## config.mk

```make
export PLATFORM = sky130hd
export DESIGN_NAME = log_interconnect
export DESIGN_NICKNAME = d
export VERILOG_FILES = /design/src/common/tcdm_pkg.sv /design/src/log_interconnect/bank_arbiter.sv /design/src/log_interconnect/log_interconnect.sv /design/src/log_interconnect/resp_router.sv
export SDC_FILE = /design/constraint.sdc
export NUM_CORES = 1
export LEC_CHECK = 0
export BUFFER_PORTS_ARGS = -buffer_cell sky130_fd_sc_hd__buf_2
export CAP_MARGIN = 20
export CORE_AREA = 2 2 396 398
export CTS_BUF_LIST = sky130_fd_sc_hd__clkbuf_16
export CTS_CLUSTER_SIZE = 40
export DETAILED_ROUTE_END_ITERATION = 7
export DIE_AREA = 0 0 398 400
export PLACE_DENSITY = 0.34
export REMOVE_ABC_BUFFERS = 1
export SYNTH_ARGS = -nofsm -noshare
export SYNTH_HDL_FRONTEND = slang
export SYNTH_SLANG_ARGS = --single-unit
export TNS_END_PERCENT = 20
```

## constraint.sdc

```tcl
create_clock -name clk_i -period 7.52 [get_ports clk_i]
set_input_delay 1.504 -clock clk_i [delete_from_list [all_inputs] [get_ports clk_i]]
set_output_delay 1.504 -clock clk_i [all_outputs]
set_load 0.02 [all_outputs]
```

## src/common/tcdm_pkg.sv

```systemverilog
// tcdm package: sizes, address map helpers and request, response and control structs

package tcdm_pkg;

  // cluster shape
  localparam int unsigned N_CORES    = 4;
  localparam int unsigned N_BANKS    = 8;

  // data path
  localparam int unsigned DW         = 32;
  localparam int unsigned BE_W       = DW / 8;   // one enable per byte

  // core side address, byte addressed
  localparam int unsigned AW         = 32;
  localparam int unsigned BYTE_OFF_W = 2;        // byte bits, ignored
  localparam int unsigned BANK_SEL_W = 3;        // word interleaving over banks

  // bank side address, word addressed
  localparam int unsigned BANK_WORDS = 64;
  localparam int unsigned BANK_AW    = 6;

  localparam int unsigned CORE_ID_W  = 2;

  typedef logic [CORE_ID_W-1:0]  core_id_t;
  typedef logic [BANK_SEL_W-1:0] bank_id_t;

  // one core request, wen high means read
  typedef struct packed {
    logic [AW-1:0]   add;
    logic            wen;
    logic [DW-1:0]   wdata;
    logic [BE_W-1:0] be;
  } core_req_t;

  // one bank request with the word address inside the bank
  typedef struct packed {
    logic [BANK_AW-1:0] add;
    logic               wen;
    logic [DW-1:0]      wdata;
    logic [BE_W-1:0]    be;
  } mem_req_t;

  // global interconnect control
  typedef struct packed {
    logic rr_en;   // 1: round robin, 0: fixed priority
  } ic_ctrl_t;

  // bits 4:2 pick the bank
  function automatic bank_id_t addr_bank(input logic [AW-1:0] add);
    return add[BYTE_OFF_W +: BANK_SEL_W];
  endfunction

  // bits 10:5 pick the word, upper bits alias
  function automatic logic [BANK_AW-1:0] addr_word(input logic [AW-1:0] add);
    return add[BYTE_OFF_W+BANK_SEL_W +: BANK_AW];
  endfunction

endpackage

```

## src/log_interconnect/bank_arbiter.sv

```systemverilog
// bank arbiter: grants one requesting core per cycle, round robin or fixed priority

`timescale 1ns/1ps

module bank_arbiter
  import tcdm_pkg::*;
(
  input  logic               clk_i,
  input  logic               rst_n_i,
  input  ic_ctrl_t           ctrl_i,
  input  logic [N_CORES-1:0] req_i,    // requests already decoded for this bank
  output logic [N_CORES-1:0] gnt_o,
  output core_id_t           win_o,
  output logic               valid_o
);

  // first core searched in round robin mode
  core_id_t rr_ptr_q;

  // priority search, starting at the pointer or at core 0
  always_comb begin
    core_id_t idx;
    idx     = '0;
    win_o   = '0;
    valid_o = 1'b0;
    for (int unsigned k = 0; k < N_CORES; k++) begin
      if (ctrl_i.rr_en) begin
        idx = core_id_t'(rr_ptr_q + k);   // wraps around
      end else begin
        idx = core_id_t'(k);
      end
      if (!valid_o && req_i[idx]) begin
        valid_o = 1'b1;
        win_o   = idx;
      end
    end
  end

  // one-hot grant toward the cores
  always_comb begin
    gnt_o = '0;
    for (int unsigned i = 0; i < N_CORES; i++) begin
      gnt_o[i] = valid_o && (win_o == core_id_t'(i));
    end
  end

  // pointer moves past the winner, only on a grant
  always_ff @(posedge clk_i) begin
    if (!rst_n_i) begin
      rr_ptr_q <= '0;
    end else if (valid_o) begin
      rr_ptr_q <= core_id_t'(win_o + 1'b1);
    end
  end

endmodule

```

## src/log_interconnect/log_interconnect.sv

```systemverilog
// logarithmic interconnect: decodes core addresses, arbitrates per bank and routes responses

`timescale 1ns/1ps

module log_interconnect
  import tcdm_pkg::*;
(
  input  logic                           clk_i,
  input  logic                           rst_n_i,
  input  ic_ctrl_t                       ctrl_i,
  // core side
  input  logic      [N_CORES-1:0]        req_i,
  input  core_req_t [N_CORES-1:0]        core_req_i,
  output logic      [N_CORES-1:0]        gnt_o,
  output logic      [N_CORES-1:0]        r_valid_o,
  output logic      [N_CORES-1:0][DW-1:0] r_rdata_o,
  // bank side
  output logic      [N_BANKS-1:0]        bank_req_o,
  output mem_req_t  [N_BANKS-1:0]        bank_mreq_o,
  input  logic      [N_BANKS-1:0][DW-1:0] bank_rdata_i
);

  bank_id_t [N_CORES-1:0]              core_bank;      // target bank of each core
  logic     [N_BANKS-1:0][N_CORES-1:0] bank_core_req;  // request mask seen by each bank
  logic     [N_BANKS-1:0][N_CORES-1:0] bank_gnt;
  core_id_t [N_BANKS-1:0]              bank_win;
  logic     [N_BANKS-1:0]              bank_valid;

  // address decode and per bank request masks
  always_comb begin
    for (int unsigned c = 0; c < N_CORES; c++) begin
      core_bank[c] = addr_bank(core_req_i[c].add);
    end
    for (int unsigned b = 0; b < N_BANKS; b++) begin
      for (int unsigned c = 0; c < N_CORES; c++) begin
        bank_core_req[b][c] = req_i[c] && (core_bank[c] == bank_id_t'(b));
      end
    end
  end

  for (genvar b = 0; b < N_BANKS; b++) begin : gen_bank
    bank_arbiter u_bank_arbiter (
      .clk_i   ( clk_i            ),
      .rst_n_i ( rst_n_i          ),
      .ctrl_i  ( ctrl_i           ),
      .req_i   ( bank_core_req[b] ),
      .gnt_o   ( bank_gnt[b]      ),
      .win_o   ( bank_win[b]      ),
      .valid_o ( bank_valid[b]    )
    );

    // winner's request toward the bank, byte address turned into word address
    assign bank_req_o[b]        = bank_valid[b];
    assign bank_mreq_o[b].add   = addr_word(core_req_i[bank_win[b]].add);
    assign bank_mreq_o[b].wen   = core_req_i[bank_win[b]].wen;
    assign bank_mreq_o[b].wdata = core_req_i[bank_win[b]].wdata;
    assign bank_mreq_o[b].be    = core_req_i[bank_win[b]].be;
  end

  // a core is granted by at most one bank
  always_comb begin
    gnt_o = '0;
    for (int unsigned b = 0; b < N_BANKS; b++) begin
      gnt_o = gnt_o | bank_gnt[b];
    end
  end

  resp_router u_resp_router (
    .clk_i        ( clk_i        ),
    .rst_n_i      ( rst_n_i      ),
    .bank_valid_i ( bank_valid   ),
    .bank_win_i   ( bank_win     ),
    .bank_rdata_i ( bank_rdata_i ),
    .r_valid_o    ( r_valid_o    ),
    .r_rdata_o    ( r_rdata_o    )
  );

endmodule

```

## src/log_interconnect/resp_router.sv

```systemverilog
// response router: returns each bank's read data and r_valid to the core it served

`timescale 1ns/1ps

module resp_router
  import tcdm_pkg::*;
(
  input  logic                         clk_i,
  input  logic                         rst_n_i,
  input  logic     [N_BANKS-1:0]       bank_valid_i,
  input  core_id_t [N_BANKS-1:0]       bank_win_i,
  input  logic     [N_BANKS-1:0][DW-1:0] bank_rdata_i,
  output logic     [N_CORES-1:0]       r_valid_o,
  output logic     [N_CORES-1:0][DW-1:0] r_rdata_o
);

  // who each bank served last cycle
  typedef struct packed {
    logic     valid;
    core_id_t core;
  } route_t;

  route_t [N_BANKS-1:0] route_q;

  always_ff @(posedge clk_i) begin
    if (!rst_n_i) begin
      route_q <= '0;
    end else begin
      for (int unsigned b = 0; b < N_BANKS; b++) begin
        route_q[b].valid <= bank_valid_i[b];
        route_q[b].core  <= bank_win_i[b];
      end
    end
  end

  // at most one bank answers a given core, so plain steering is enough
  always_comb begin
    r_valid_o = '0;
    r_rdata_o = '0;
    for (int unsigned b = 0; b < N_BANKS; b++) begin
      if (route_q[b].valid) begin
        r_valid_o[route_q[b].core] = 1'b1;
        r_rdata_o[route_q[b].core] = bank_rdata_i[b];   // bank output is already registered
      end
    end
  end

endmodule

```

-- Word-level counts from Yosys, hierarchy flattened
Cells that the tools add are included.
- bits in registers: 40
- bits of input ports: 539
- output and inout port bits: 488
- word-level logic and storage cells: 542
- add/subtract/negate cells: 32
- magnitude comparators: 56
- equal/unequal tests: 52
- muxes and demuxes: 231
- bitwise gates (word level): 15
- reductions and logical operators: 132
- operators with widths (kind ; number):
    binary-select mux 69 bit (select 2 bit) ; 8
    2-to-1 mux 128 bit ; 8
    bitwise mux 128 bit ; 7
    demux 32 bit (select 2 bit) ; 8
    2-to-1 mux 48 bit ; 8
    2-to-1 mux 32 bit ; 8
    less-than comparator 2 x 3 -> 1 bit, second input constant ; 48
    AND 128 bit ; 1
    2-to-1 mux 2 bit ; 64
    logical AND 1 bit ; 96
    2-to-1 mux 1 bit ; 72
    binary-select mux 1 bit (select 2 bit) ; 32
    bitwise OR 4 bit ; 14
    equality test 3 bit, second input constant ; 16
    adder 2 x 1 -> 2 bit, second input constant ; 16
    adder 2 bit, second input constant ; 16
    equality test 2 bit, second input constant ; 16
    2-to-1 mux 4 bit ; 8
    equality test 3 x 2 -> 1 bit, second input constant ; 8
    zero test 1 bit ; 24
    demux 1 bit (select 2 bit) ; 8
    equality test 2 x 1 -> 1 bit, second input constant ; 8
    >= comparator 2 x 1 -> 1 bit, second input constant ; 8
    zero test 2 bit ; 8
    2 further kinds ; 8

-- Depth between registers and ports, before layout
- depth in word-level cells: 23
- gate-level depth with buffers: 16
- mapped depth without buffers: 11

-- By module
Synthesis repeated with hierarchy kept, for this count alone.
- cell total of the unflattened synthesis: 2705
- area total of the unflattened synthesis: 23904.2 um^2
- by module, submodules not included (module ; instances ; cells an instance ; area an instance (um^2) ; sequential area each (um^2)):
    resp_router ; 1 ; 1881 ; 12273.0 ; 480.5
    log_interconnect ; 1 ; 488 ; 9058.7 ; 0.0
    bank_arbiter ; 8 ; 42 ; 321.6 ; 40.0

-- Worst setup path after synthesis
OpenSTA, ideal clock, no wires.
- path kind: input -> output
- from: in ctrl_i
- to: out gnt_o[2]
- arrival time: 4449 ps
- path slack: 1567 ps
- stages on the path: 13
- path buffers: 5
- cells stage by stage: buf_2 -> buf_4 -> buf_2 -> nand2_1 -> mux4_2 -> o221ai_1 -> mux2_2 -> buf_4 -> buf_4 -> ha_1 -> a222oi_1 -> nand2_1 -> or3b_1
- longest elaborated chain between the ends: 22
- ends and longest elaborated chain (what ; RTL line ; RTL):
    start, declared ; log_interconnect.sv:10 ; input ic_ctrl_t ctrl_i,
    2-to-1 mux 2 bit ; bank_arbiter.sv:27 ; if (ctrl_i.rr_en) begin
    binary-select mux 1 bit (select 2 bit) ; bank_arbiter.sv:32 ; if (!valid_o && req_i[idx]) begin
    2-to-1 mux 1 bit (not written as such) ; bank_arbiter.sv:32 ;
    2-to-1 mux 1 bit ; bank_arbiter.sv:32 ;
    zero test 1 bit ; bank_arbiter.sv:32 ;
    logical AND 1 bit ; bank_arbiter.sv:32 ;
    2-to-1 mux 1 bit ; bank_arbiter.sv:32 ;
    zero test 1 bit ; bank_arbiter.sv:32 ;
    logical AND 1 bit ; bank_arbiter.sv:32 ;
    2-to-1 mux 1 bit ; bank_arbiter.sv:32 ;
    zero test 1 bit ; bank_arbiter.sv:32 ;
    logical AND 1 bit ; bank_arbiter.sv:32 ;
    2-to-1 mux 2 bit ; bank_arbiter.sv:32 ;
    equality test 2 bit ; bank_arbiter.sv:43 ; gnt_o[i] = valid_o && (win_o == core_id_t'(i));
    logical AND 1 bit ; bank_arbiter.sv:43 ;
    bitwise OR 4 bit (6 in a row) ; log_interconnect.sv:64 ; gnt_o = gnt_o | bank_gnt[b];
    bitwise OR 4 bit (*) ; log_interconnect.sv:64 ;
    end, declared ; log_interconnect.sv:14 ; output logic [N_CORES-1:0] gnt_o,
Mark *: on every way between the ends. The rest lies on a longest branch, timed or not. The select of a mux whose other input is x is not followed.

-- Worst setup path after layout
- from: in ctrl_i
- to: out gnt_o[1]
- longest elaborated chain between the ends: 22
- ends and longest elaborated chain (what ; RTL line):
    2-to-1 mux 2 bit ; bank_arbiter.sv:27
    binary-select mux 1 bit (select 2 bit) ; bank_arbiter.sv:32
    2-to-1 mux 1 bit (not written as such) ; bank_arbiter.sv:32
    2-to-1 mux 1 bit ; bank_arbiter.sv:32
    zero test 1 bit ; bank_arbiter.sv:32
    logical AND 1 bit ; bank_arbiter.sv:32
    2-to-1 mux 1 bit ; bank_arbiter.sv:32
    zero test 1 bit ; bank_arbiter.sv:32
    logical AND 1 bit ; bank_arbiter.sv:32
    2-to-1 mux 1 bit ; bank_arbiter.sv:32
    zero test 1 bit ; bank_arbiter.sv:32
    logical AND 1 bit ; bank_arbiter.sv:32
    2-to-1 mux 2 bit ; bank_arbiter.sv:32
    equality test 2 x 1 -> 1 bit ; bank_arbiter.sv:43
    logical AND 1 bit ; bank_arbiter.sv:43
    bitwise OR 4 bit (6 in a row) ; log_interconnect.sv:64
    bitwise OR 4 bit (*) ; log_interconnect.sv:64
Marked as above.

==> impl_metrics.csv <==
group,metric,value,unit
worst_setup_path,cp-end-kind,"output pin",
synthesis,synth_edf_count,0,
detailed_routing,drt_first_iter_violations,2559,
sta,slew_headroom,22.5,%
global_route,grt_pass1_vias,28710,
global_route,grt_use_total,20.9,%
global_route,grt_max_degree,88,
synthesis,synthCells,2813,
sta,hold_viol,0,
clocking,cts_root_buffer,"clkbuf_16",
hold_path,min_path_type,"flop to flop",
die,die_y,400,um
sta,post-route-period-util,88.5,%
worst_setup_path,cp_max_fo,29,
finish,layout_commonest_cell,"buf_2",
worst_setup_path,path_cells,"buf_2 -> and2_1 -> mux4_2 -> or3_1 -> o211a_1 -> a32o_4 -> ha_1 -> a222oi_1 -> nand2_1 -> or3b_1 -> buf_2",
job,maxCapViolations,0,
worst_setup_path,arrival,5.15,ns
worst_setup_path,worst-setup-path-type,"input port to output pin",
clocking,cts_tree,"built",
die,die_w,398,um
synthesis,synth_area_leaders,"mux2i_1 (36%), mux4_2 (6.1%), a221oi_1 (5.8%)",
sta,rsz0062_at_grt,"no",
placement,dp.cells,5583,
synthesis,ys_types,75,
worst_setup_path,cp_data_required_time,6.02,ns
synthesis,yosys_warnings,0,
detailed_routing,vias,29147,
placement,port-buffer-count,934,
detailed_routing,totalWireLength,177000,um
worst_setup_path,critPathLaunchType,"input port",
placement,hpwl,131000,um
detailed_routing,firstDrtPassIters,8,
synthesis,async_flop_share,0,%
global_route,antenna_found_initial,41,
power,p_leak,0.0121,uW
sta,skew,0.00843,ns
finish,instances_no_fill,5610,
detailed_routing,wl_met2,84600,um
synthesis,dominantRegCellSynth,"dfxtp_1",
synthesis,yosysSeqAreaShare,3.60,%
sta,fmax,150,MHz
finish,final_net_count,4095,
global_route,grt_pass1_wl,239000,um
detailed_routing,wl_met1,70300,um
sta,slew_violations,0,
synthesis,ys_ff_latch,40,
finish,drive_above_1_share,33.3,%
finish,design_area,29400,um^2
sta,setup_viol,0,
sta,setup_tns,0,ns
worst_setup_path,cpMostUsedCell,"buf_2",
clocking,insertion_delay,0.31,ns
die,core,155000,um^2
detailed_routing,drc,1,
clocking,path_clk_slew,0.07,ns
die,start_util,14.3,%
placement,gp_congestion,0.866,
outcome,status,"complete, but fails checks",
placement,placed_cell_area,29200,um^2
sta,tightest_slew,1.16,ns
clocking,clock-sinks,40,
clocking,cts_max_level,2,
outcome,violations,"design-rule violations",
synthesis,yosysTopAreaCell,"mux2i_1",
worst_setup_path,slowest_stage,"mux4_2",
clocking,cts_buffers,5,
die,rows,145,
finish,syn_to_final_growth,32.5,%
detailed_routing,top_layer,"met5",
detailed_routing,routed-wl-met3,15900,um
power,power_per_cell_area,119,nW/um^2
synthesis,avgSynthCellArea,7.90,um^2
die,io_pins,1027,
detailed_routing,vias_per_cell,5.20,
synthesis,syn_area,22200,um^2
clocking,post_cts_resized,0,
worst_setup_path,cpPeakStageDelay,0.62,ns
detailed_routing,wl_per_cell,31.6,um
power,vdd_drop_max,0.0000837,V
power,total_power,3490,uW
sta,fin_crit,6.65,ns
clocking,post_cts_buffers,0,
synthesis,yosys.area.top_type_share,35.7,%
detailed_routing,drtAntennaViolNets,0,
global_route,grt.overflow.total,0,
die,die_area,159000,um^2
clocking,cts_hold_buf,0,
clocking,clock_path_buffers,2,
finish,final_cell_mix,"buf_2 (934), mux2i_1 (792), nand2_1 (307)",
==> worst paths after layout <==
path	from	to	slack [ns]	cells past startpoint
max	ctrl_i	gnt_o[1]	0.87	11
min reg2reg	gen_bank[0].u_bank_arbiter.rr_ptr_q[0]	gen_bank[0].u_bank_arbiter.rr_ptr_q[0]	0.55	2
max reg2reg	gen_bank[2].u_bank_arbiter.rr_ptr_q[0]	gen_bank[2].u_bank_arbiter.rr_ptr_q[1]	4.54	9
min	gen_bank[0].u_bank_arbiter.rr_ptr_q[0]	gen_bank[0].u_bank_arbiter.rr_ptr_q[0]	0.55	2
==> flip-flops by register name, indices dropped and copies added (netlist names) <==
name	cells
u_resp_router.route_q	24
gen_bank.u_bank_arbiter.rr_ptr_q	16
==> stage by stage <==
step | worst slack, ns | util, % | hold slack (ns)
global route | 0.669 | 19.0 | 0.599
CTS | 0.822 | 18.9 | 0.556
detailed placement | 0.826 | 18.8 | 0.539
global placement | 0.804 | 18.8 | 0.542
finish | 0.867 | 19.0 | 0.553
floorplan | -6.91 | - | 0.498
==> cell families after synthesis <==
logic type | share of synthesized area, %
buf+inv | 7.62
compound gates | 25.1
simple gates | 15.7
mux | 46.4
xor+xnor | 0.276
flops | 3.60
fa+ha+maj | 1.35
==> cell type report <==
type,count,area [um^2]
Clock buffer,5,125
Timing Repair Buffer,1042,5700
Tap cell,2058,2570
Antenna cell,19,47.5
Inverter,24,90.1
Fill cell,17754,126000
Sequential cell,40,801
Clock inverter,3,46.3
Multi-Input combinational cell,2419,20100
==> report_power, final <==
group / switching [uW] / internal (uW) / total (uW)
Sequential: 29.9 / 230 / 260
Clock: 111 / 158 / 270
Combinational: 1930 / 1030 / 2960
Total: 2070 / 1420 / 3490
==> worst max-delay path: cells and delay by family <==
| family | cells | cell delay, ns |
|---|---|---|
| simple gates | 4 | 1.40 |
| compound gates | 3 | 0.74 |
| buf+inv | 2 | 0.65 |
| mux | 1 | 0.62 |
| fa+ha+maj | 1 | 0.21 |
==> layer usage <==
layer | GRT usage, % | vias to the layer above
li1 | - | 12673
met1 | 25.2 | 14685
met2 | 35.4 | 1477
met3 | 5.64 | 282
met4 | 7.16 | 30
met5 | 0 | -
==> cell usage after synthesis, drive strengths merged, types with 10 or more instances <==
library cell,n
nand4,15
a21oi,76
a31oi,103
nand4b,11
nor3b,10
nor2b,45
nand2,309
o311ai,98
a221oi,148
mux4,97
ha,24
nor2,202
inv,24
and2,17
o21ai,36
dfxtp,40
o211ai,111
nand4bb,12
buf,141
o22ai,135
mux2i,793
clkbuf,189
o31a,16
nand3,23
or3,22
Power figures use the tool's default switching activity.
